File: src/design/mem_arb_pkg.sv
/*
 * Shared widths and types for the CPU/MCGA memory subsystem.
 * Store depth must be a power of two; upper address bits alias onto it.
 */
`default_nettype none

package mem_arb_pkg;

    // ========================================
    // Bus widths
    // ========================================
    // Word address, bits 19 down to 1 of the byte address
    localparam int ADDR_W    = 19;
    localparam int DATA_W    = 16;
    // Bit 0 low byte, bit 1 high byte
    localparam int SEL_W     = 2;

    // ========================================
    // Memory model
    // ========================================
    localparam int MEM_DEPTH = 4096;
    localparam int IDX_W     = $clog2(MEM_DEPTH);
    // Cycles from acceptance to ack
    localparam int MEM_WAIT  = 3;
    localparam int WAIT_W    = $clog2(MEM_WAIT + 1);

    // Arbiter state encodings
    localparam int         ARB_ST_W          = 2;
    localparam logic [1:0] ST_IDLE           = 2'd0;
    localparam logic [1:0] ST_SERVING_CPU    = 2'd1;
    localparam logic [1:0] ST_SERVING_VID    = 2'd2;

    typedef logic [ADDR_W-1:0] addr_t;
    typedef logic [DATA_W-1:0] data_t;
    typedef logic [SEL_W-1:0]  sel_t;

    // One stored word
    // Whole-word view for reads and full writes, byte view for merges
    typedef union packed {
        data_t                 word;
        logic [SEL_W-1:0][7:0] bytes;
    } mem_word_u;

endpackage

`default_nettype wire

File: src/design/mem_bus_if.sv
/*
 * One access channel: access held with stable fields until a one-cycle ack.
 */
`timescale 1ns/100ps
`default_nettype none

interface mem_bus_if import mem_arb_pkg::*; ();

    // Request fields, driven by the requester
    addr_t addr;
    data_t wdata;
    logic  wr_en;
    sel_t  sel;
    logic  access;

    // Response, driven by the responder
    data_t rdata;
    logic  ack;

    // Bus master side
    modport requester (
        output addr, wdata, wr_en, sel, access,
        input  rdata, ack
    );

    // Memory or slave side
    modport responder (
        input  addr, wdata, wr_en, sel, access,
        output rdata, ack
    );

endinterface

`default_nettype wire

File: src/design/mem_arbiter.sv
/*
 * Round-robin arbiter for two channels onto one memory channel.
 * On a tie the port not served last wins; CPU wins the first tie after reset.
 */
`timescale 1ns/100ps
`default_nettype none

module mem_arbiter import mem_arb_pkg::*; (
    input  wire  clk,
    input  wire  reset,

    // Requesting channels
    mem_bus_if.responder cpu_ch,
    mem_bus_if.responder vid_ch,

    // Shared memory channel
    mem_bus_if.requester mem_ch
);

    logic [ARB_ST_W-1:0] arb_state;
    // High when video was served last
    logic                last_vid;
    logic                grant_cpu;
    logic                grant_vid;

    // ========================================
    // Grant state machine
    // ========================================
    always_ff @(posedge clk or posedge reset) begin
        if (reset) begin
            arb_state <= ST_IDLE;
            // CPU takes the first tie
            last_vid  <= 1'b1;
        end else begin
            case (arb_state)
                ST_IDLE: begin
                    if (cpu_ch.access && vid_ch.access) begin
                        // Tie, favour the port not served last
                        if (last_vid) begin
                            arb_state <= ST_SERVING_CPU;
                        end else begin
                            arb_state <= ST_SERVING_VID;
                        end
                    end else if (cpu_ch.access) begin
                        arb_state <= ST_SERVING_CPU;
                    end else if (vid_ch.access) begin
                        arb_state <= ST_SERVING_VID;
                    end
                end

                ST_SERVING_CPU: begin
                    if (mem_ch.ack) begin
                        last_vid  <= 1'b0;
                        arb_state <= ST_IDLE;
                    end
                end

                ST_SERVING_VID: begin
                    if (mem_ch.ack) begin
                        last_vid  <= 1'b1;
                        arb_state <= ST_IDLE;
                    end
                end

                default: begin
                    arb_state <= ST_IDLE;
                end
            endcase
        end
    end

    assign grant_cpu = (arb_state == ST_SERVING_CPU);
    assign grant_vid = (arb_state == ST_SERVING_VID);

    // ========================================
    // Channel routing
    // ========================================
    always_comb begin
        // Fields follow the granted port, CPU by default
        if (grant_vid) begin
            mem_ch.addr  = vid_ch.addr;
            mem_ch.wdata = vid_ch.wdata;
            mem_ch.wr_en = vid_ch.wr_en;
            mem_ch.sel   = vid_ch.sel;
        end else begin
            mem_ch.addr  = cpu_ch.addr;
            mem_ch.wdata = cpu_ch.wdata;
            mem_ch.wr_en = cpu_ch.wr_en;
            mem_ch.sel   = cpu_ch.sel;
        end

        // No access to memory while idle
        mem_ch.access = (grant_cpu && cpu_ch.access) || (grant_vid && vid_ch.access);

        // Response only to the granted port
        cpu_ch.ack   = grant_cpu && mem_ch.ack;
        vid_ch.ack   = grant_vid && mem_ch.ack;
        cpu_ch.rdata = grant_cpu ? mem_ch.rdata : '0;
        vid_ch.rdata = grant_vid ? mem_ch.rdata : '0;
    end

endmodule

`default_nettype wire

File: src/flat_wrapper.sv
// flat-port wrapper written by rule: the top's interface ports become plain ports
module mem_arbiter_flat import mem_arb_pkg::*;
  (clk, reset, cpu_ch_addr, cpu_ch_wdata, cpu_ch_wr_en, cpu_ch_sel, cpu_ch_access, cpu_ch_rdata, cpu_ch_ack, vid_ch_addr, vid_ch_wdata, vid_ch_wr_en, vid_ch_sel, vid_ch_access, vid_ch_rdata, vid_ch_ack, mem_ch_addr, mem_ch_wdata, mem_ch_wr_en, mem_ch_sel, mem_ch_access, mem_ch_rdata, mem_ch_ack);
  mem_bus_if cpu_ch_i ();
  mem_bus_if vid_ch_i ();
  mem_bus_if mem_ch_i ();
  input  wire clk;
  input  wire reset;
  input wire logic [$bits(cpu_ch_i.addr)-1:0] cpu_ch_addr;
  input wire logic [$bits(cpu_ch_i.wdata)-1:0] cpu_ch_wdata;
  input wire logic [$bits(cpu_ch_i.wr_en)-1:0] cpu_ch_wr_en;
  input wire logic [$bits(cpu_ch_i.sel)-1:0] cpu_ch_sel;
  input wire logic [$bits(cpu_ch_i.access)-1:0] cpu_ch_access;
  output wire logic [$bits(cpu_ch_i.rdata)-1:0] cpu_ch_rdata;
  output wire logic [$bits(cpu_ch_i.ack)-1:0] cpu_ch_ack;
  input wire logic [$bits(vid_ch_i.addr)-1:0] vid_ch_addr;
  input wire logic [$bits(vid_ch_i.wdata)-1:0] vid_ch_wdata;
  input wire logic [$bits(vid_ch_i.wr_en)-1:0] vid_ch_wr_en;
  input wire logic [$bits(vid_ch_i.sel)-1:0] vid_ch_sel;
  input wire logic [$bits(vid_ch_i.access)-1:0] vid_ch_access;
  output wire logic [$bits(vid_ch_i.rdata)-1:0] vid_ch_rdata;
  output wire logic [$bits(vid_ch_i.ack)-1:0] vid_ch_ack;
  output wire logic [$bits(mem_ch_i.addr)-1:0] mem_ch_addr;
  output wire logic [$bits(mem_ch_i.wdata)-1:0] mem_ch_wdata;
  output wire logic [$bits(mem_ch_i.wr_en)-1:0] mem_ch_wr_en;
  output wire logic [$bits(mem_ch_i.sel)-1:0] mem_ch_sel;
  output wire logic [$bits(mem_ch_i.access)-1:0] mem_ch_access;
  input wire logic [$bits(mem_ch_i.rdata)-1:0] mem_ch_rdata;
  input wire logic [$bits(mem_ch_i.ack)-1:0] mem_ch_ack;
  assign cpu_ch_i.addr = cpu_ch_addr;
  assign cpu_ch_i.wdata = cpu_ch_wdata;
  assign cpu_ch_i.wr_en = cpu_ch_wr_en;
  assign cpu_ch_i.sel = cpu_ch_sel;
  assign cpu_ch_i.access = cpu_ch_access;
  assign cpu_ch_rdata = cpu_ch_i.rdata;
  assign cpu_ch_ack = cpu_ch_i.ack;
  assign vid_ch_i.addr = vid_ch_addr;
  assign vid_ch_i.wdata = vid_ch_wdata;
  assign vid_ch_i.wr_en = vid_ch_wr_en;
  assign vid_ch_i.sel = vid_ch_sel;
  assign vid_ch_i.access = vid_ch_access;
  assign vid_ch_rdata = vid_ch_i.rdata;
  assign vid_ch_ack = vid_ch_i.ack;
  assign mem_ch_addr = mem_ch_i.addr;
  assign mem_ch_wdata = mem_ch_i.wdata;
  assign mem_ch_wr_en = mem_ch_i.wr_en;
  assign mem_ch_sel = mem_ch_i.sel;
  assign mem_ch_access = mem_ch_i.access;
  assign mem_ch_i.rdata = mem_ch_rdata;
  assign mem_ch_i.ack = mem_ch_ack;
  mem_arbiter u_core (.clk(clk), .reset(reset), .cpu_ch(cpu_ch_i), .vid_ch(vid_ch_i), .mem_ch(mem_ch_i));
endmodule
File: config.mk
export PLATFORM = sky130hd
export DESIGN_NAME = mem_arbiter_flat
export DESIGN_NICKNAME = d
export VERILOG_FILES = /design/src/design/mem_arb_pkg.sv /design/src/design/mem_bus_if.sv /design/src/design/mem_arbiter.sv /design/src/flat_wrapper.sv
export SDC_FILE = /design/constraint.sdc
export NUM_CORES = 1
export LEC_CHECK = 0
export ABC_AREA = 1
export BUFFER_PORTS_ARGS = -buffer_cell sky130_fd_sc_hd__buf_4
export CAP_MARGIN = 20
export CELL_PAD_IN_SITES_DETAIL_PLACEMENT = 1
export CELL_PAD_IN_SITES_GLOBAL_PLACEMENT = 1
export CORE_ASPECT_RATIO = 0.9
export CORE_MARGIN = 2
export CORE_UTILIZATION = 17
export CTS_CLUSTER_DIAMETER = 40
export DETAILED_ROUTE_END_ITERATION = 7
export PLACE_DENSITY_LB_ADDON = 0.15
export SLEW_MARGIN = 20
export SYNTH_ARGS = -nofsm -noshare
export SYNTH_HDL_FRONTEND = slang
export SYNTH_SLANG_ARGS = --single-unit
File: constraint.sdc
create_clock -name clk -period 2.4 [get_ports clk]
set_clock_uncertainty 0.05 [all_clocks]
set_input_delay 0.12 -clock clk [delete_from_list [all_inputs] [get_ports clk]]
set_output_delay 0.12 -clock clk [all_outputs]
set_load 0.005 [all_outputs]
# After elaboration in Yosys (flattened, before gate mapping)
# Cells that the tools add are included.
# word_totals
regBits	3
input_bits	97
out_inout_bits	73
elab_cells	34
# classes
n_eq_ne	6
n_mux	15
n_reduce_logical	11
# ops
op	n
16-bit two-way mux	3
19-bit two-way mux	1
2-bit two-way mux	6
1-bit logical AND	5
2-bit != test (second input constant)	2
4-bit by 3-bit != test with 1-bit output (second input constant)	1
2-bit one-hot mux with 2 select lines	1
1-bit two-way mux	3
3-bit AND reduction	1
2-bit by 1-bit == test with 1-bit output (second input constant)	1
2-bit == test (second input constant)	1
2-bit zero test	1
2-bit by 1-bit != test with 1-bit output (second input constant)	1
1-bit one-hot mux with 2 select lines	1
2-bit AND reduction	1
2-bit nonzero test	1
2-bit OR reduction	1
1-bit logical OR	1

# Depth between registers and ports, before layout
# logic_depth
depth_word	4
depth_mapped	7
mapped_depth_nobuf	7

# Least setup slack after synthesis
# OpenSTA, ideal clock, no wires.
# synth_path
path_kind	register to output
start	register u_core.arb_state[0]
end	output mem_ch_sel[0]
arrival_time_ns	1.273
t_required_ns	2.230
slack_ns	0.957
stages_incl_launch_ff	6
path_buffers	2
cell_sequence	dfrtp_1 > inv_1 > ha_1 > buf_6 > buf_6 > mux2_4
# synth_via
elab_chain_len	2
# synth_lines
element	line_no	text
from (decl)	mem_arbiter.sv:20	logic [ARB_ST_W-1:0] arb_state;
from (signal assigned)	mem_arbiter.sv:31	arb_state <= ST_IDLE;
from (signal assigned)	mem_arbiter.sv:40	arb_state <= ST_SERVING_CPU;
from (signal assigned)	mem_arbiter.sv:42	arb_state <= ST_SERVING_VID;
2-bit == test	mem_arbiter.sv:73	assign grant_vid = (arb_state == ST_SERVING_VID);
net u_core.grant_vid	mem_arbiter.sv:24	logic grant_vid;
2-bit two-way mux	mem_arbiter.sv:80	if (grant_vid) begin
to (decl)	flat_wrapper.sv:26	output wire logic [$bits(mem_ch_i.sel)-1:0] mem_ch_sel;
# The timed path passes the listed nets, and every way through them passes these cells.

# Worst setup path in the final report
# layout_path
start	register u_core.arb_state[0]
end	output mem_ch_wdata[3]
# layout_via
elab_chain_len	2
# layout_lines
element	line_no	text
2-bit == test	mem_arbiter.sv:73	
net u_core.grant_vid	mem_arbiter.sv:24	
16-bit two-way mux	mem_arbiter.sv:80	
to (decl)	flat_wrapper.sv:24	output wire logic [$bits(mem_ch_i.wdata)-1:0] mem_ch_wdata;
# The timed path passes the listed nets, and every way through them passes these cells.

==> metrics.cfg <==
[status]
outcome = finished clean

[yosys]
ys_warn_count = 0
synth_nets = 251
yosys.area.top_type = mux2_2
avgSynthCellArea_um2 = 6.807
synth.distinct_cells = 15
synth_area_leaders = mux2_2, nand2_1, inv_1
ys_seq_area_share_pct = 7.475
syn_area_um2 = 1021
netlist_instances = 150
synth-seq-cells = 3
synth_top_area_share_pct = 31.99

[routing]
wl_mm = 4.930
ant_nets = 0
via_count = 1559
drt-initial-drc-count = 36
wl_per_cell_um = 12.67
first_pass_iters = 3
via_per_inst = 4.008
drc = 0

[clock_tree]
clock-root-buffer = clkbuf_8
clk_pin_slew_worst_paths_ns = 0.03
insertion_delay_ns = 0.22
cts_post_setup_buffers_inserted = 0
h-tree-depth = 1
cts.sinks = 3
cts-buffers-inserted = 3
cts_tree = built
cts_resized = 0
cts_max_path_buffers = 2
cts_hold_buf = 1

[floorplanning]
die_h_um = 77.52
ios = 170
initial_core_util_pct = 17.83
placementRows = 26
core_um2 = 5725
dieWidth_um = 85.69
die-area_um2 = 6643

[setup_path]
crit_path_max_fanout = 35
start_kind = register
critical_path_class = reg -> out
cp.arrival_ns = 1.77
cp_data_required_time_ns = 2.23
endpoint_kind = primary output

[sta]
setup_tns_ns = 0
min_period_ns = 1.939
period_share_pct = 80.81
slew_headroom_pct = 76.02
holdWs_ns = 0.1821
worst_pin_slew_ns = 0.3597
finalMaxSlewViolations = 0
hold_viol = 0
fmax_mhz = 515.6
setup_violations = 0
rsz0062_at_grt = false

[grt]
grt_max_degree = 36
antenna_found_initial = 0
overflow = 0
grt_pass1_vias = 1715
grt_usage_pct = 14.85
grt_pass1_wl_mm = 8.093

[pwr]
powerDensity_nw_per_um2 = 700.3
seq_power_share_pct = 5.7
p_leak_nw = 1.557
p_sw_share_pct = 37.88
power_switching_uw = 639.9
p_comb_share_pct = 85.6
clockPowerShare_pct = 8.7
p_total_mw = 1.689
intPower_mw = 1.049
ir_drop_mv = 0.4825

[place]
numPortBuffers = 169
gp_congestion = 0.7126
hpwl_mm = 4.373
dp.cells = 384

[cells_and_area]
stdcell_count = 389
area_growth_syn_to_layout_pct = 136.3
utilization_pct = 42.13
finalNetCount = 421
final_common_cell = buf_4
num_antenna_cells = 0
drive_above_1_share_pct = 67.40
layout_common_cells = buf_4, nand2_1, inv_1, mux2_2, mux2_4

[flow_run]
cap_viol_max_count = 0

[worst_hold_path]
hp-class = in -> reg

[registers in the layout, indices dropped and copies added, names as in the netlist]
| register | flops |
|---|---|
| u_core.last_vid | 1 |
| u_core.arb_state | 2 |
[metal layers]
layer	vias up	global-route usage, %	wire length (um)
li1	784	-	-
met1	687	15.88	1787
met2	82	29.06	2623
met3	6	2.766	448
met4	0	4.286	71
met5	-	0	0
[worst paths after layout]
path	endpoint	slack (ns)	from	depth (start not counted)
max	mem_ch_wdata[3]	0.46	u_core.arb_state[0]	5
min	u_core.last_vid	0.18	mem_ch_ack	4
max reg2reg	u_core.last_vid	1.09	u_core.arb_state[1]	6
min reg2reg	u_core.last_vid	0.46	u_core.last_vid	2
max in group asynchronous	u_core.last_vid	1.80	reset	3
min in group asynchronous	u_core.arb_state[1]	0.28	reset	3
[logic make-up after synthesis]
family / after synthesis / synth area share [%]
flip-flops: 3 / 7.476
multiplexers: 38 / 45.22
AO/OA/AOI/OAI: 4 / 2.328
AND/OR/NAND/NOR: 50 / 18.63
buffers and inverters: 51 / 21.45
adder cells (fa/ha/maj): 4 / 4.902
[power groups by stage]
| stage | sequential, mW | combinational (mW) | clock (mW) |
|---|---|---|---|
| after floorplan | 0.0917 | 0.761 | 0 |
| after global placement | 0.0953 | 1.46 | 0 |
| after detailed placement | 0.0963 | 1.47 | 0 |
| after CTS | 0.0957 | 1.48 | 0.151 |
| after global routing | 0.0992 | 1.61 | 0.161 |
| final | 0.0955 | 1.45 | 0.147 |
[synthesized netlist by cell type]
| cell type | number |
|---|---|
| mux2_2 | 29 |
| a21oi_1 | 1 |
| buf_6 | 2 |
| dfrtp_1 | 2 |
| nand4_1 | 1 |
| nor2_1 | 3 |
| buf_4 | 2 |
| o21ai_0 | 2 |
| buf_2 | 4 |
| inv_1 | 43 |
| ha_1 | 4 |
| dfstp_2 | 1 |
| a22o_1 | 1 |
| nand2_1 | 46 |
| mux2_4 | 9 |
[through the flow]
step / setup WS [ns] / cell area, um2
3_3_place_gp: 0.7038 / 2357
3_5_place_dp: 0.6708 / 2357
4_1_cts: 0.4362 / 2412
5_1_grt: 0.3379 / 2412
6_report: 0.4606 / 2412
2_1_floorplan: 0.9572 / 1021
[worst max-delay path, cell delays in order (launching register included)]
cell and delay (ns):
dfrtp_1 0.39, inv_1 0.12, ha_2 0.29, buf_12 0.24, mux2_2 0.36, buf_4 0.13
[area by class of cell]
class                   count  area (um2)
clock buffers               4       45.04
fillers                   730        3313
multi-input cells          96       728.2
repair buffers            173        1314
flip-flops and latches      3       76.32
inverters                  43       161.4
well taps                  70       87.58
Note: power is estimated with default switching activity, not from simulation.
