`src/design/mem_arb_pkg.sv`:
```
/*
 * Shared widths and types for the CPU/MCGA memory subsystem.
 * Store depth must be a power of two; upper address bits alias onto it.
 */
`default_nettype none

package mem_arb_pkg;

    // ========================================
    // Bus widths
    // ========================================
    // Word address, bits 19 down to 1 of the byte address
    localparam int ADDR_W    = 19;
    localparam int DATA_W    = 16;
    // Bit 0 low byte, bit 1 high byte
    localparam int SEL_W     = 2;

    // ========================================
    // Memory model
    // ========================================
    localparam int MEM_DEPTH = 4096;
    localparam int IDX_W     = $clog2(MEM_DEPTH);
    // Cycles from acceptance to ack
    localparam int MEM_WAIT  = 3;
    localparam int WAIT_W    = $clog2(MEM_WAIT + 1);

    // Arbiter state encodings
    localparam int         ARB_ST_W          = 2;
    localparam logic [1:0] ST_IDLE           = 2'd0;
    localparam logic [1:0] ST_SERVING_CPU    = 2'd1;
    localparam logic [1:0] ST_SERVING_VID    = 2'd2;

    typedef logic [ADDR_W-1:0] addr_t;
    typedef logic [DATA_W-1:0] data_t;
    typedef logic [SEL_W-1:0]  sel_t;

    // One stored word
    // Whole-word view for reads and full writes, byte view for merges
    typedef union packed {
        data_t                 word;
        logic [SEL_W-1:0][7:0] bytes;
    } mem_word_u;

endpackage

`default_nettype wire

```
`src/design/mem_bus_if.sv`:
```
/*
 * One access channel: access held with stable fields until a one-cycle ack.
 */
`timescale 1ns/100ps
`default_nettype none

interface mem_bus_if import mem_arb_pkg::*; ();

    // Request fields, driven by the requester
    addr_t addr;
    data_t wdata;
    logic  wr_en;
    sel_t  sel;
    logic  access;

    // Response, driven by the responder
    data_t rdata;
    logic  ack;

    // Bus master side
    modport requester (
        output addr, wdata, wr_en, sel, access,
        input  rdata, ack
    );

    // Memory or slave side
    modport responder (
        input  addr, wdata, wr_en, sel, access,
        output rdata, ack
    );

endinterface

`default_nettype wire

```
`src/design/bus_port.sv`:
```
/*
 * Captures one outside access and replays it on a channel.
 * Outside ack and rdata come from registers; access is ignored for one cycle after ack.
 */
`timescale 1ns/100ps
`default_nettype none

module bus_port import mem_arb_pkg::*; (
    input  wire     clk,
    input  wire     reset,

    // Outside bus
    input  addr_t   addr,
    input  data_t   wdata,
    input  wire     wr_en,
    input  sel_t    sel,
    input  wire     access,
    output data_t   rdata,
    output logic    ack,

    // Channel towards the arbiter
    mem_bus_if.requester ch
);

    // Control
    logic  req_q;
    logic  ack_q;
    logic  take;
    logic  done;

    // Captured access
    addr_t addr_q;
    data_t wdata_q;
    logic  wr_en_q;
    sel_t  sel_q;
    data_t rdata_q;

    // Idle and not in the gap cycle after an ack
    assign take = access && !req_q && !ack_q;
    // Channel ack for our outstanding access
    assign done = req_q && ch.ack;

    // ========================================
    // Handshake state
    // ========================================
    always_ff @(posedge clk or posedge reset) begin
        if (reset) begin
            req_q <= 1'b0;
            ack_q <= 1'b0;
        end else begin
            // One-cycle pulse, one cycle behind the channel ack
            ack_q <= done;
            if (take) begin
                req_q <= 1'b1;
            end else if (done) begin
                req_q <= 1'b0;
            end
        end
    end

    // Fields held stable for the arbiter until ack
    always_ff @(posedge clk) begin
        if (take) begin
            addr_q  <= addr;
            wdata_q <= wdata;
            wr_en_q <= wr_en;
            sel_q   <= sel;
        end
        // Keep last read data across writes
        if (done && !wr_en_q) begin
            rdata_q <= ch.rdata;
        end
    end

    // Channel side
    assign ch.addr   = addr_q;
    assign ch.wdata  = wdata_q;
    assign ch.wr_en  = wr_en_q;
    assign ch.sel    = sel_q;
    assign ch.access = req_q;

    // Outside response
    assign ack   = ack_q;
    assign rdata = rdata_q;

endmodule

`default_nettype wire

```
`src/flat_wrapper.sv`:
```
// flat-port wrapper written by rule: the top's interface ports become plain ports
module bus_port_flat import mem_arb_pkg::*;
  (clk, reset, addr, wdata, wr_en, sel, access, rdata, ack, ch_addr, ch_wdata, ch_wr_en, ch_sel, ch_access, ch_rdata, ch_ack);
  mem_bus_if ch_i ();
  input  wire clk;
  input  wire reset;
  input  addr_t addr;
  input  data_t wdata;
  input  wire wr_en;
  input  sel_t sel;
  input  wire access;
  output data_t rdata;
  output logic ack;
  output wire logic [$bits(ch_i.addr)-1:0] ch_addr;
  output wire logic [$bits(ch_i.wdata)-1:0] ch_wdata;
  output wire logic [$bits(ch_i.wr_en)-1:0] ch_wr_en;
  output wire logic [$bits(ch_i.sel)-1:0] ch_sel;
  output wire logic [$bits(ch_i.access)-1:0] ch_access;
  input wire logic [$bits(ch_i.rdata)-1:0] ch_rdata;
  input wire logic [$bits(ch_i.ack)-1:0] ch_ack;
  assign ch_addr = ch_i.addr;
  assign ch_wdata = ch_i.wdata;
  assign ch_wr_en = ch_i.wr_en;
  assign ch_sel = ch_i.sel;
  assign ch_access = ch_i.access;
  assign ch_i.rdata = ch_rdata;
  assign ch_i.ack = ch_ack;
  bus_port u_core (.clk(clk), .reset(reset), .addr(addr), .wdata(wdata), .wr_en(wr_en), .sel(sel), .access(access), .rdata(rdata), .ack(ack), .ch(ch_i));
endmodule
```
`config.mk`:
```
export PLATFORM = sky130hd
export DESIGN_NAME = bus_port_flat
export DESIGN_NICKNAME = d
export VERILOG_FILES = /design/src/design/mem_arb_pkg.sv /design/src/design/mem_bus_if.sv /design/src/design/bus_port.sv /design/src/flat_wrapper.sv
export SDC_FILE = /design/constraint.sdc
export NUM_CORES = 1
export LEC_CHECK = 0
export BUFFER_PORTS_ARGS = -buffer_cell sky130_fd_sc_hd__buf_4
export CAP_MARGIN = 20
export CELL_PAD_IN_SITES_DETAIL_PLACEMENT = 1
export CELL_PAD_IN_SITES_GLOBAL_PLACEMENT = 2
export CORE_UTILIZATION = 29
export CTS_CLUSTER_DIAMETER = 40
export DETAILED_ROUTE_END_ITERATION = 10
export HOLD_SLACK_MARGIN = 0.06
export PLACE_DENSITY_LB_ADDON = 0.1
export SLEW_MARGIN = 25
export SYNTH_ARGS = -nofsm -noshare
export SYNTH_HDL_FRONTEND = slang
export SYNTH_SLANG_ARGS = --single-unit
```
`constraint.sdc`:
```
create_clock -name clk -period 4.7 [get_ports clk]
set_clock_uncertainty 0.2 [all_clocks]
set_input_delay 0 -clock clk [delete_from_list [all_inputs] [get_ports clk]]
set_output_delay 0 -clock clk [all_outputs]
set_load 0.01 [all_outputs]
```
# After elaboration in Yosys (flattened, before gate mapping)
# Cells that the tools add are included.
# W data, S select, Z words.
[op_classes]
n_lt_le_gt_ge = 0
n_mux = 2
n_eq_ne = 0
div = 0
n_reduce_logical = 8
addsub = 0
shift = 0
multipliers = 0
n_bitwise = 0
[op_table]
columns = ["op", "count"]
rows = [
  ["$logic_and A1 B1 Y1", 4],
  ["$logic_not A1 Y1", 3],
  ["$mux W1", 2],
  ["$reduce_bool A2 Y1", 1],
]
[totals]
ramBits = 0
n_memories = 0
latchBits = 0
mem_bits_ro = 0
out_inout_bits = 56
input_bits = 58
reg_bits = 56

# Depth between registers and ports, before layout
# Gate-level depths: netlist of the first run.
[depth]
word_depth = 4
depth_mapped = 2
depth_no_buf = 2

# Worst setup path before layout of the first run
# Ideal clock, no wire load.
[synth_timing]
path_kind = "register to register"
start = "register u_core.req_q, in the netlist u_core.ch.access"
end = "register u_core.addr_q[0], in the netlist u_core.ch.addr[0], enable pin"
path_slack_ns = 2.047
period_less_slack_ns = 2.653
path_stages_with_launch = 2
arrival_time_ns = 2.024
setup_time_ns = 0.428
path_cell_list = "dfrtp_1 -> nor3b_2"
[synth_between]
elab_chain_cells = 3
[synth_lines]
columns = ["item", "line", "source"]
rows = [
  ["start: declaration", "bus_port.sv:26", "logic req_q;"],
  ["start signal: assignment", "bus_port.sv:48", "req_q <= 1'b0;"],
  ["start signal: assignment", "bus_port.sv:54", "req_q <= 1'b1;"],
  ["start signal: assignment", "bus_port.sv:56", "req_q <= 1'b0;"],
  ["$logic_not A1 Y1", "bus_port.sv:39", "assign take = access && !req_q && !ack_q;"],
  ["$logic_and A1 B1 Y1 (2 in a row)", "bus_port.sv:39", ""],
  ["named net u_core.take", "bus_port.sv:28", "logic take;"],
  ["end signal: assignment", "bus_port.sv:64", "addr_q <= addr;"],
  ["end: declaration", "bus_port.sv:32", "addr_t addr_q;"],
]
# The timed path passes the listed nets, and every way through them passes these cells.
# A chain may end at the register's enable or synchronous reset.

# Final worst setup path of the first run
[layout_timing]
start = "register u_core.req_q, in the netlist u_core.ch.access"
end = "register u_core.addr_q[10], in the netlist u_core.ch.addr[10], enable pin"
# Same word-level chain as after synthesis.

==> results.sh, run 1 <==
export IMPL_status="finished, final reports clean"
export IMPL_yosysUniqueCellTypes=7
export IMPL_syn_nets=120
export IMPL_netlist_instances=62
export IMPL_fmax_mhz=592
export IMPL_grt_overflow=0
export IMPL_endpoint_kind="flop"
export IMPL_vias=1258
export IMPL_power_leakage_nw=1.39
export IMPL_routed_wl_um=4680
export IMPL_final_cell_mix="114 x buf_4, 57 x dlygate4sd3_1, 54 x edfxtp_1"
export IMPL_drc=0
export IMPL_final_nets=298
export IMPL_dr_pass1_iters=2
export IMPL_synthesis_area_um2=1720
export IMPL_dieArea_um2=6240
export IMPL_cts_made_buffers=5
export IMPL_hold_slack_ns=0.208
export IMPL_vias_per_cell=4.02
export IMPL_grt_pass1_wl_um=6990
export IMPL_register_area_um2=1670
export IMPL_yosys_warnings=0
export IMPL_pin_count=114
export IMPL_cts_root_buf="clkbuf_8"
export IMPL_multiInputGateArea_um2=47.5
export IMPL_ys_seq_area_share_pct=97.2
export IMPL_finalCriticalPeriod_ns=1.69
export IMPL_route_detailed_wl_per_inst_um=14.9
export IMPL_grt_pass1_vias=1388
export IMPL_diodes=0
export IMPL_slew_viol_final=0
export IMPL_slowest_stage="dfrtp_1"
export IMPL_clk_pin_slew_ns=0.09
export IMPL_finalCritPeriodShare_pct=36.0
export IMPL_final_common_cell="buf_4"
export IMPL_post_route_util_pct=59.4
export IMPL_initial_core_util_pct=30.7
export IMPL_start_kind="flop"
export IMPL_cp_cell_sequence="nor3b_4 -> buf_4"
export IMPL_ir_worst_vdd_mv=0.165
export IMPL_rsz0062_at_grt="no"
export IMPL_antenna_found_initial=0
export IMPL_crit_type="flop to flop"
export IMPL_ys_ff_latch=56
export IMPL_hold_viol=0
export IMPL_place_inst=248
export IMPL_hold_path_class="primary input to flop"
export IMPL_cts_sinks=56
export IMPL_slew_headroom_pct=68.0
export IMPL_drtIter0Drc=42
export IMPL_finalSetupViolCount=0
export IMPL_cts_tree="yes"
export IMPL_rows=27
export IMPL_clkLatencyLatePin_ns=0.30
export IMPL_power_per_cell_area_nw_per_um2=318
export IMPL_worstPathMaxFanout=39
export IMPL_coreArea_um2=5610
export IMPL_critPathRequiredTime_ns=4.45
export IMPL_postRouteAntennaNets=0
export IMPL_instances_no_fill=313
export IMPL_n_fill_cell=558
export IMPL_h_tree_depth=2
export IMPL_area_growth_pct=93.7
export IMPL_cp_arrival_ns=1.44
export IMPL_rrSetupSlack_ns=3.01
export IMPL_worst_pin_slew_ns=0.481
export IMPL_grt_usage_pct=15.7
export IMPL_cpPeakStageDelay_ns=0.46
export IMPL_place_congestion=0.638
export IMPL_avgSynthCellArea_um2=27.7
export IMPL_cts_resized=0
export IMPL_dieHeight_um=79.0
export IMPL_max_cap_violations=0
export IMPL_grt_max_degree=40
export IMPL_dpl_hpwl_um=2840
export IMPL_io_buffers=113
export IMPL_power_mw=1.06
export IMPL_tns_ns=0
export IMPL_die_w_um=79.0
export IMPL_cts_buffer_depth=2
export IMPL_drive_above_1_share_pct=51.0
[final timing paths]
path,cells past startpoint,to,from
max,2,u_core.ch.addr[10],u_core.ch.access
min,2,u_core.ch.wdata[9],wdata[9]
max reg2reg,2,u_core.ch.addr[10],u_core.ch.access
min reg2reg,1,u_core.ch.access,u_core.ch.access
max in group asynchronous,4,u_core.ack,reset
min in group asynchronous,4,u_core.ch.access,reset
[where the power goes]
part | leakage (nW) | total, mW | internal [mW] | switching (mW)
combinational | 0.818 | 0.186 | 0.111 | 0.0744
clock | 0.0455 | 0.260 | 0.120 | 0.139
sequential | 0.528 | 0.616 | 0.600 | 0.0158
total | 1.39 | 1.06 | 0.832 | 0.229
[Yosys cell counts]
cell type | instances | area (um2)
dfrtp_1 | 2 | 50.1
a21o_1 | 1 | 7.51
inv_1 | 2 | 7.51
nor2b_4 | 1 | 13.8
and2_2 | 1 | 7.51
edfxtp_1 | 54 | 1620
nor3b_2 | 1 | 12.5
[worst max-delay path, delay by kind of cell, from the launching register on]
family	cells	cell delay, ns
AND/OR/NAND/NOR	1	0.22
buffers and inverters	1	0.45
flip-flops	1	0.46
[layout make-up]
type | instances | area share, %
Clock buffer | 8 | 2.70
Inverter | 2 | 0.225
Multi-Input combinational cell | 4 | 1.43
Sequential cell | 56 | 50.2
Tap cell | 72 | 2.70
Timing Repair Buffer | 171 | 42.8
[per-stage QoR]
stage | cell area [um2] | setup slack, ns
CTS | 3330 | 3.02
global placement | 2670 | 3.10
floorplan | 1720 | 2.05
finish | 3330 | 3.01
global route | 3330 | 2.92
detailed placement | 2670 | 3.04
[layer usage]
| metal | vias up | part of all wire, % | wire length (um) | GRT usage, % |
|---|---|---|---|---|
| met5 | - | 0 | 0 | 0 |
| met4 | 0 | 1.0 | 48 | 4.91 |
| met3 | 6 | 7.4 | 344 | 5.29 |
| met2 | 60 | 59 | 2770 | 31.3 |
| met1 | 595 | 32 | 1520 | 14.6 |
| li1 | 597 | - | - | - |
[sequential cells by signal, summed over array words and instances (netlist names)]
register,count
u_core.ch.wdata,16
u_core.ch.wr_en,1
u_core.ack,1
u_core.rdata,16
u_core.ch.addr,19
u_core.ch.access,1
u_core.ch.sel,2
[logic make-up after synthesis]
kind of cell | synth area share [%]
AOI/OAI and AO/OA | 0.437
DFF | 97.2
buffers and inverters | 0.437
and+or+nand+nor | 1.96
[what timing repair did]
action                                 CTS  global route
setup buffers                            0             0
setup endpoints to repair                0             0
hold buffers                            57             0
endpoints found under the hold margin   58             0
Power figures use the tool's default switching activity.
==> run 2: changes to the inputs <==
- ABC_AREA: unset -> 1
- CORE_UTILIZATION: 29 -> 26
- clock period: 4.7 -> 1.6 ns (I/O delays scaled with it)
==> results.sh, run 2 <==
export IMPL_yosysMostFrequentCell="edfxtp_1"
export IMPL_synth_top_area_share_pct=94.2
export IMPL_grt_usage_pct=13.5
export IMPL_worstPathMaxFanout=18
export IMPL_slew_viol_final=0
export IMPL_async_reset_ff_share_pct=3.57
export IMPL_area_growth_pct=96.2
export IMPL_rsz0062_at_grt="no"
export IMPL_worstHoldStart="addr[13]"
export IMPL_ys_ff_latch=56
export IMPL_final_nets=306
export IMPL_routed_wl_um=4610
export IMPL_cp_startpoint="u_core.ch.access"
export IMPL_power_leakage_nw=1.42
export IMPL_yosysUniqueCellTypes=6
export IMPL_rows=29
export IMPL_cts_setup_buffers=0
export IMPL_cts_made_buffers=5
export IMPL_grt_max_degree=19
export IMPL_synth_common_cells="54 x edfxtp_1, 6 x inv_1, 3 x nand2_1"
export IMPL_start_kind="flop"
export IMPL_clkLatencyLatePin_ns=0.29
export IMPL_grt_pass1_wl_um=7090
export IMPL_cts_resized=0
export IMPL_die_w_um=83.4
export IMPL_cp_cell_sequence="inv_1 -> nand3_2 -> clkinvlp_4 -> buf_12"
export IMPL_largest_register_ffs=19
export IMPL_clk_pin_slew_ns=0.09
export IMPL_netlist_instances=67
export IMPL_critPathRequiredTime_ns=1.41
export IMPL_io_buffers=113
export IMPL_grt_overflow=0
export IMPL_grt_pass1_vias=1435
export IMPL_dieArea_um2=6950
export IMPL_finalSetupViolCount=0
export IMPL_h_tree_depth=2
export IMPL_critPathTopFamily="flip-flops"
export IMPL_antenna_found_initial=0
export IMPL_cts_tree="yes"
export IMPL_drive_above_1_share_pct=49.8
export IMPL_syn_nets=125
export IMPL_finalCriticalPeriod_ns=1.40
export IMPL_endpoint_kind="flop"
export IMPL_status="finished, final reports clean"
export IMPL_cts_buffer_depth=2
export IMPL_place_congestion=0.700
export IMPL_ir_worst_vdd_mv=0.473
export IMPL_final_cell_mix="114 x buf_4, 58 x dlygate4sd3_1, 54 x edfxtp_1"
export IMPL_drc=0
export IMPL_postRouteAntennaNets=0
export IMPL_vias_per_cell=3.93
export IMPL_pin_count=114
export IMPL_coreArea_um2=6390
export IMPL_worst_pin_slew_ns=0.199
export IMPL_final_common_cell="buf_4"
export IMPL_r2r_start="u_core.ch.access"
export IMPL_synthesis_area_um2=1720
export IMPL_synth_edf_count=54
export IMPL_slowest_stage="dfrtp_1"
export IMPL_max_cap_violations=0
export IMPL_cp_arrival_ns=1.22
export IMPL_synthFlopType="edfxtp_1"
export IMPL_diodes=0
export IMPL_yosysTopAreaCell="edfxtp_1"
export IMPL_hold_slack_ns=0.214
export IMPL_dr_pass1_iters=3
export IMPL_power_mw=3.10
export IMPL_ys_seq_area_share_pct=97.1
export IMPL_power_per_cell_area_nw_per_um2=917
export IMPL_ys_top_cells_by_area="edfxtp_1 94%, dfrtp_1 2.9%, inv_1 1.3%, nand2_1 0.65%, nand3_2 0.58%"
export IMPL_initial_core_util_pct=27.0
export IMPL_hold_path_class="primary input to flop"
export IMPL_avgSynthCellArea_um2=25.7
export IMPL_yosys_warnings=0
export IMPL_dieHeight_um=83.4
export IMPL_crit_type="flop to flop"
export IMPL_hold_viol=0
export IMPL_fmax_mhz=712
export IMPL_drtIter0Drc=76
export IMPL_cpPeakStageDelay_ns=0.43
export IMPL_crit_buf_inv=3
export IMPL_cts_root_buf="clkbuf_8"
export IMPL_vias=1282
export IMPL_cts_sinks=56
export IMPL_route_detailed_wl_per_inst_um=14.2
export IMPL_finalCritPeriodShare_pct=87.8
export IMPL_slew_headroom_pct=86.7
run 2: changes by cell type after synthesis, sizes merged:
cell,delta
nor2,+1
and2,-1
inv,+4
nand2,+3
a21o,-1
nand3,+1
nor2b,-1
nor3b,-1
run 2: cell type report:
cell class	instances	area, um2
Multi-Input combinational cell	5	27.5
Timing Repair Buffer	174	1480
Inverter	6	26.3
Tap cell	77	96.3
Clock inverter	1	3.75
Sequential cell	56	1670
Clock buffer	7	76.3
Fill cell	647	3010
run 2: logic make-up after synthesis:
group | Yosys count | share of synthesized area [%]
DFF | 56 | 97.1
buffers and inverters | 6 | 1.31
and+or+nand+nor | 5 | 1.60
run 2: report_power, final:
| group | internal [mW] | switching [mW] |
|---|---|---|
| Sequential | 1.76 | 0.0405 |
| Clock | 0.306 | 0.409 |
| Combinational | 0.347 | 0.233 |
| Total | 2.41 | 0.682 |
run 2: path summary, 6_finish.rpt:
check,to,slack (ns),depth (start not counted)
worst min register to register,u_core.ch.access,0.39,2
min in group asynchronous,u_core.ch.access,0.47,4
max in group asynchronous,u_core.ack,0.63,4
worst max-delay path,u_core.ch.wdata[8],0.20,4
worst max register to register,u_core.ch.wdata[8],0.20,4
worst min-delay path,u_core.ch.addr[13],0.21,2
run 2: per-layer routing:
layer | global-route usage [%] | wire (um) | share of wire [%] | vias up
met3 | 4.97 | 328 | 7.1 | 7
li1 | - | - | - | 612
met5 | 0 | 0 | 0 | -
met4 | 4.23 | 56 | 1.2 | 0
met2 | 25.3 | 2560 | 55 | 57
met1 | 13.9 | 1670 | 36 | 606
run 2: per-stage QoR:
step | setup slack [ns] | setup TNS (ns) | instance area, um2 | instances | utilization [%]
finish | 0.196 | 0 | 3380 | 326 | 52.9
global route | 0.130 | 0 | 3380 | 326 | 52.9
CTS | 0.201 | 0 | 3380 | 326 | 52.9
detailed placement | 0.216 | 0 | 2720 | 260 | 42.6
global placement | 0.242 | 0 | 2720 | 260 | 42.6
floorplan | -0.0627 | -2.38 | 1730 | 67 | -
run 2: what timing repair did:
item / 4_1_cts / 5_1_grt
endpoints found under the hold margin: 60 / 0
hold buffers: 58 / 0
setup endpoints to repair: 0 / 0
==> run 3: changes to the inputs <==
- CELL_PAD_IN_SITES_DETAIL_PLACEMENT: 1 -> unset
- CELL_PAD_IN_SITES_GLOBAL_PLACEMENT: 2 -> unset
- CORE_UTILIZATION: 26 -> 41
- PLACE_DENSITY: unset -> 0.79
- PLACE_DENSITY_LB_ADDON: 0.1 -> unset
==> results.sh, run 3 (synthesized netlist as in run 2, its figures left out) <==
export IMPL_worst_pin_slew_ns=0.207
export IMPL_ir_worst_vdd_mv=0.624
export IMPL_dr_wl_met3_um=601
export IMPL_cts_buffer_depth=2
export IMPL_diodes=0
export IMPL_final_cell_mix="113 x buf_4, 58 x dlygate4sd3_1, 54 x edfxtp_1"
export IMPL_stdcell_area_um2=3330
export IMPL_antenna_found_initial=0
export IMPL_power_mw=3.09
export IMPL_final_nets=305
export IMPL_clk_pin_slew_ns=0.09
export IMPL_finalSetupViolCount=0
export IMPL_grt_pass1_wl_um=6450
export IMPL_hold_viol=0
export IMPL_crit_type="flop to flop"
export IMPL_rsz0062_at_grt="no"
export IMPL_area_growth_pct=93.7
export IMPL_multiInputGateArea_um2=27.5
export IMPL_routed_wl_um=4600
export IMPL_status="finished, final reports clean"
export IMPL_endpoint_kind="flop"
export IMPL_wl_met1_um=1760
export IMPL_cts_made_buffers=5
export IMPL_drive_above_1_share_pct=50.2
export IMPL_clkLatencyLatePin_ns=0.29
export IMPL_power_per_cell_area_nw_per_um2=927
export IMPL_slew_headroom_pct=86.2
export IMPL_placed_cell_area_um2=2680
export IMPL_final_common_cell="buf_4"
export IMPL_met2_length_um=2180
export IMPL_io_buffers=113
export IMPL_grt_overflow=0
export IMPL_max_cap_violations=0
export IMPL_cts_setup_buffers=0
export IMPL_drc=0
export IMPL_n_fill_cell=196
export IMPL_cts_root_buf="clkbuf_8"
export IMPL_coreArea_um2=4030
export IMPL_largest_register_ffs=19
export IMPL_register_area_um2=1670
export IMPL_route_detailed_wl_per_inst_um=15.5
export IMPL_cts_tree="yes"
export IMPL_seqPwrFrac_pct=58.5
export IMPL_place_congestion=0.738
export IMPL_finalCriticalPeriod_ns=1.46
export IMPL_instances_no_fill=297
export IMPL_p_int_mw=2.41
export IMPL_vias_per_cell=4.38
export IMPL_grt_usage_pct=21.7
export IMPL_tns_ns=0
export IMPL_cts_resized=0
export IMPL_dieHeight_um=66.8
export IMPL_p_switching_mw=0.685
export IMPL_pin_count=114
export IMPL_worstPathMaxFanout=4
export IMPL_dpl_hpwl_um=2580
export IMPL_h_tree_depth=2
export IMPL_fmax_mhz=685
export IMPL_cts_hold_buf=58
export IMPL_critPathRequiredTime_ns=1.58
export IMPL_dieArea_um2=4460
export IMPL_cts_sinks=56
export IMPL_p_clk_share_pct=22.8
export IMPL_cp_arrival_ns=1.44
export IMPL_grt_pass1_vias=1358
export IMPL_start_kind="flop"
export IMPL_post_route_util_pct=82.8
export IMPL_die_w_um=66.8
export IMPL_postRouteAntennaNets=0
export IMPL_swShare_pct=22.2
export IMPL_dr_pass1_iters=4
export IMPL_finalCritPeriodShare_pct=91.2
export IMPL_hold_path_class="primary input to flop"
export IMPL_pwr_share_comb_pct=18.8
export IMPL_place_inst=232
export IMPL_drtIter0Drc=47
export IMPL_top_layer="met4"
export IMPL_rows=23
export IMPL_slew_viol_final=0
export IMPL_power_leakage_nw=1.41
export IMPL_vias=1302
export IMPL_initial_core_util_pct=42.7
export IMPL_grt_max_degree=39
==> run 3: power groups by stage <==
stage / Clock (mW) / Combinational, mW / Sequential [mW]
6_report: 0.704 / 0.580 / 1.81
5_1_grt: 0.768 / 0.619 / 1.82
4_1_cts: 0.721 / 0.573 / 1.80
3_5_place_dp: 0 / 0.452 / 1.83
3_3_place_gp: 0 / 0.440 / 1.83
2_1_floorplan: 0 / 0.0665 / 1.90
==> run 3: layout make-up <==
type,instances,share of cell area (%)
Sequential cell,56,50.1
Timing Repair Buffer,173,44.1
Clock buffer,6,2.18
Tap cell,50,1.88
Multi-Input combinational cell,5,0.826
Inverter,6,0.788
Clock inverter,1,0.150
==> run 3: stage by stage <==
stage	hold slack [ns]	worst slack, ns
5_1_grt	0.202	0.0854
3_3_place_gp	-0.337	0.242
3_5_place_dp	-0.336	0.201
2_1_floorplan	-0.459	-0.0627
6_report	0.175	0.141
4_1_cts	0.172	0.147
==> run 3: per-layer routing <==
metal  vias up  track usage [%]
li1        610                -
met1       583             22.5
met2       101             37.4
met3         8             10.8
met4         0             7.71
met5         -                0
==> run 3: path summary, 6_finish.rpt <==
path,start,endpoint,slack [ns],cells past startpoint
min in group asynchronous,reset,u_core.ack,0.49,4
min reg2reg,u_core.ch.access,u_core.ack,0.38,2
max,u_core.ch.access,u_core.ch.access,0.14,4
max in group asynchronous,reset,u_core.ch.access,0.60,4
max reg2reg,u_core.ch.access,u_core.ch.access,0.14,4
min,access,u_core.ch.wdata[7],0.17,4
==> run 3: worst max-delay path, stage by stage (launching register included) <==
cell and delay, ns:
dfrtp_1 0.39, inv_1 0.06, nand3_2 0.10, nand2_1 0.05, dlygate4sd3_1 0.55
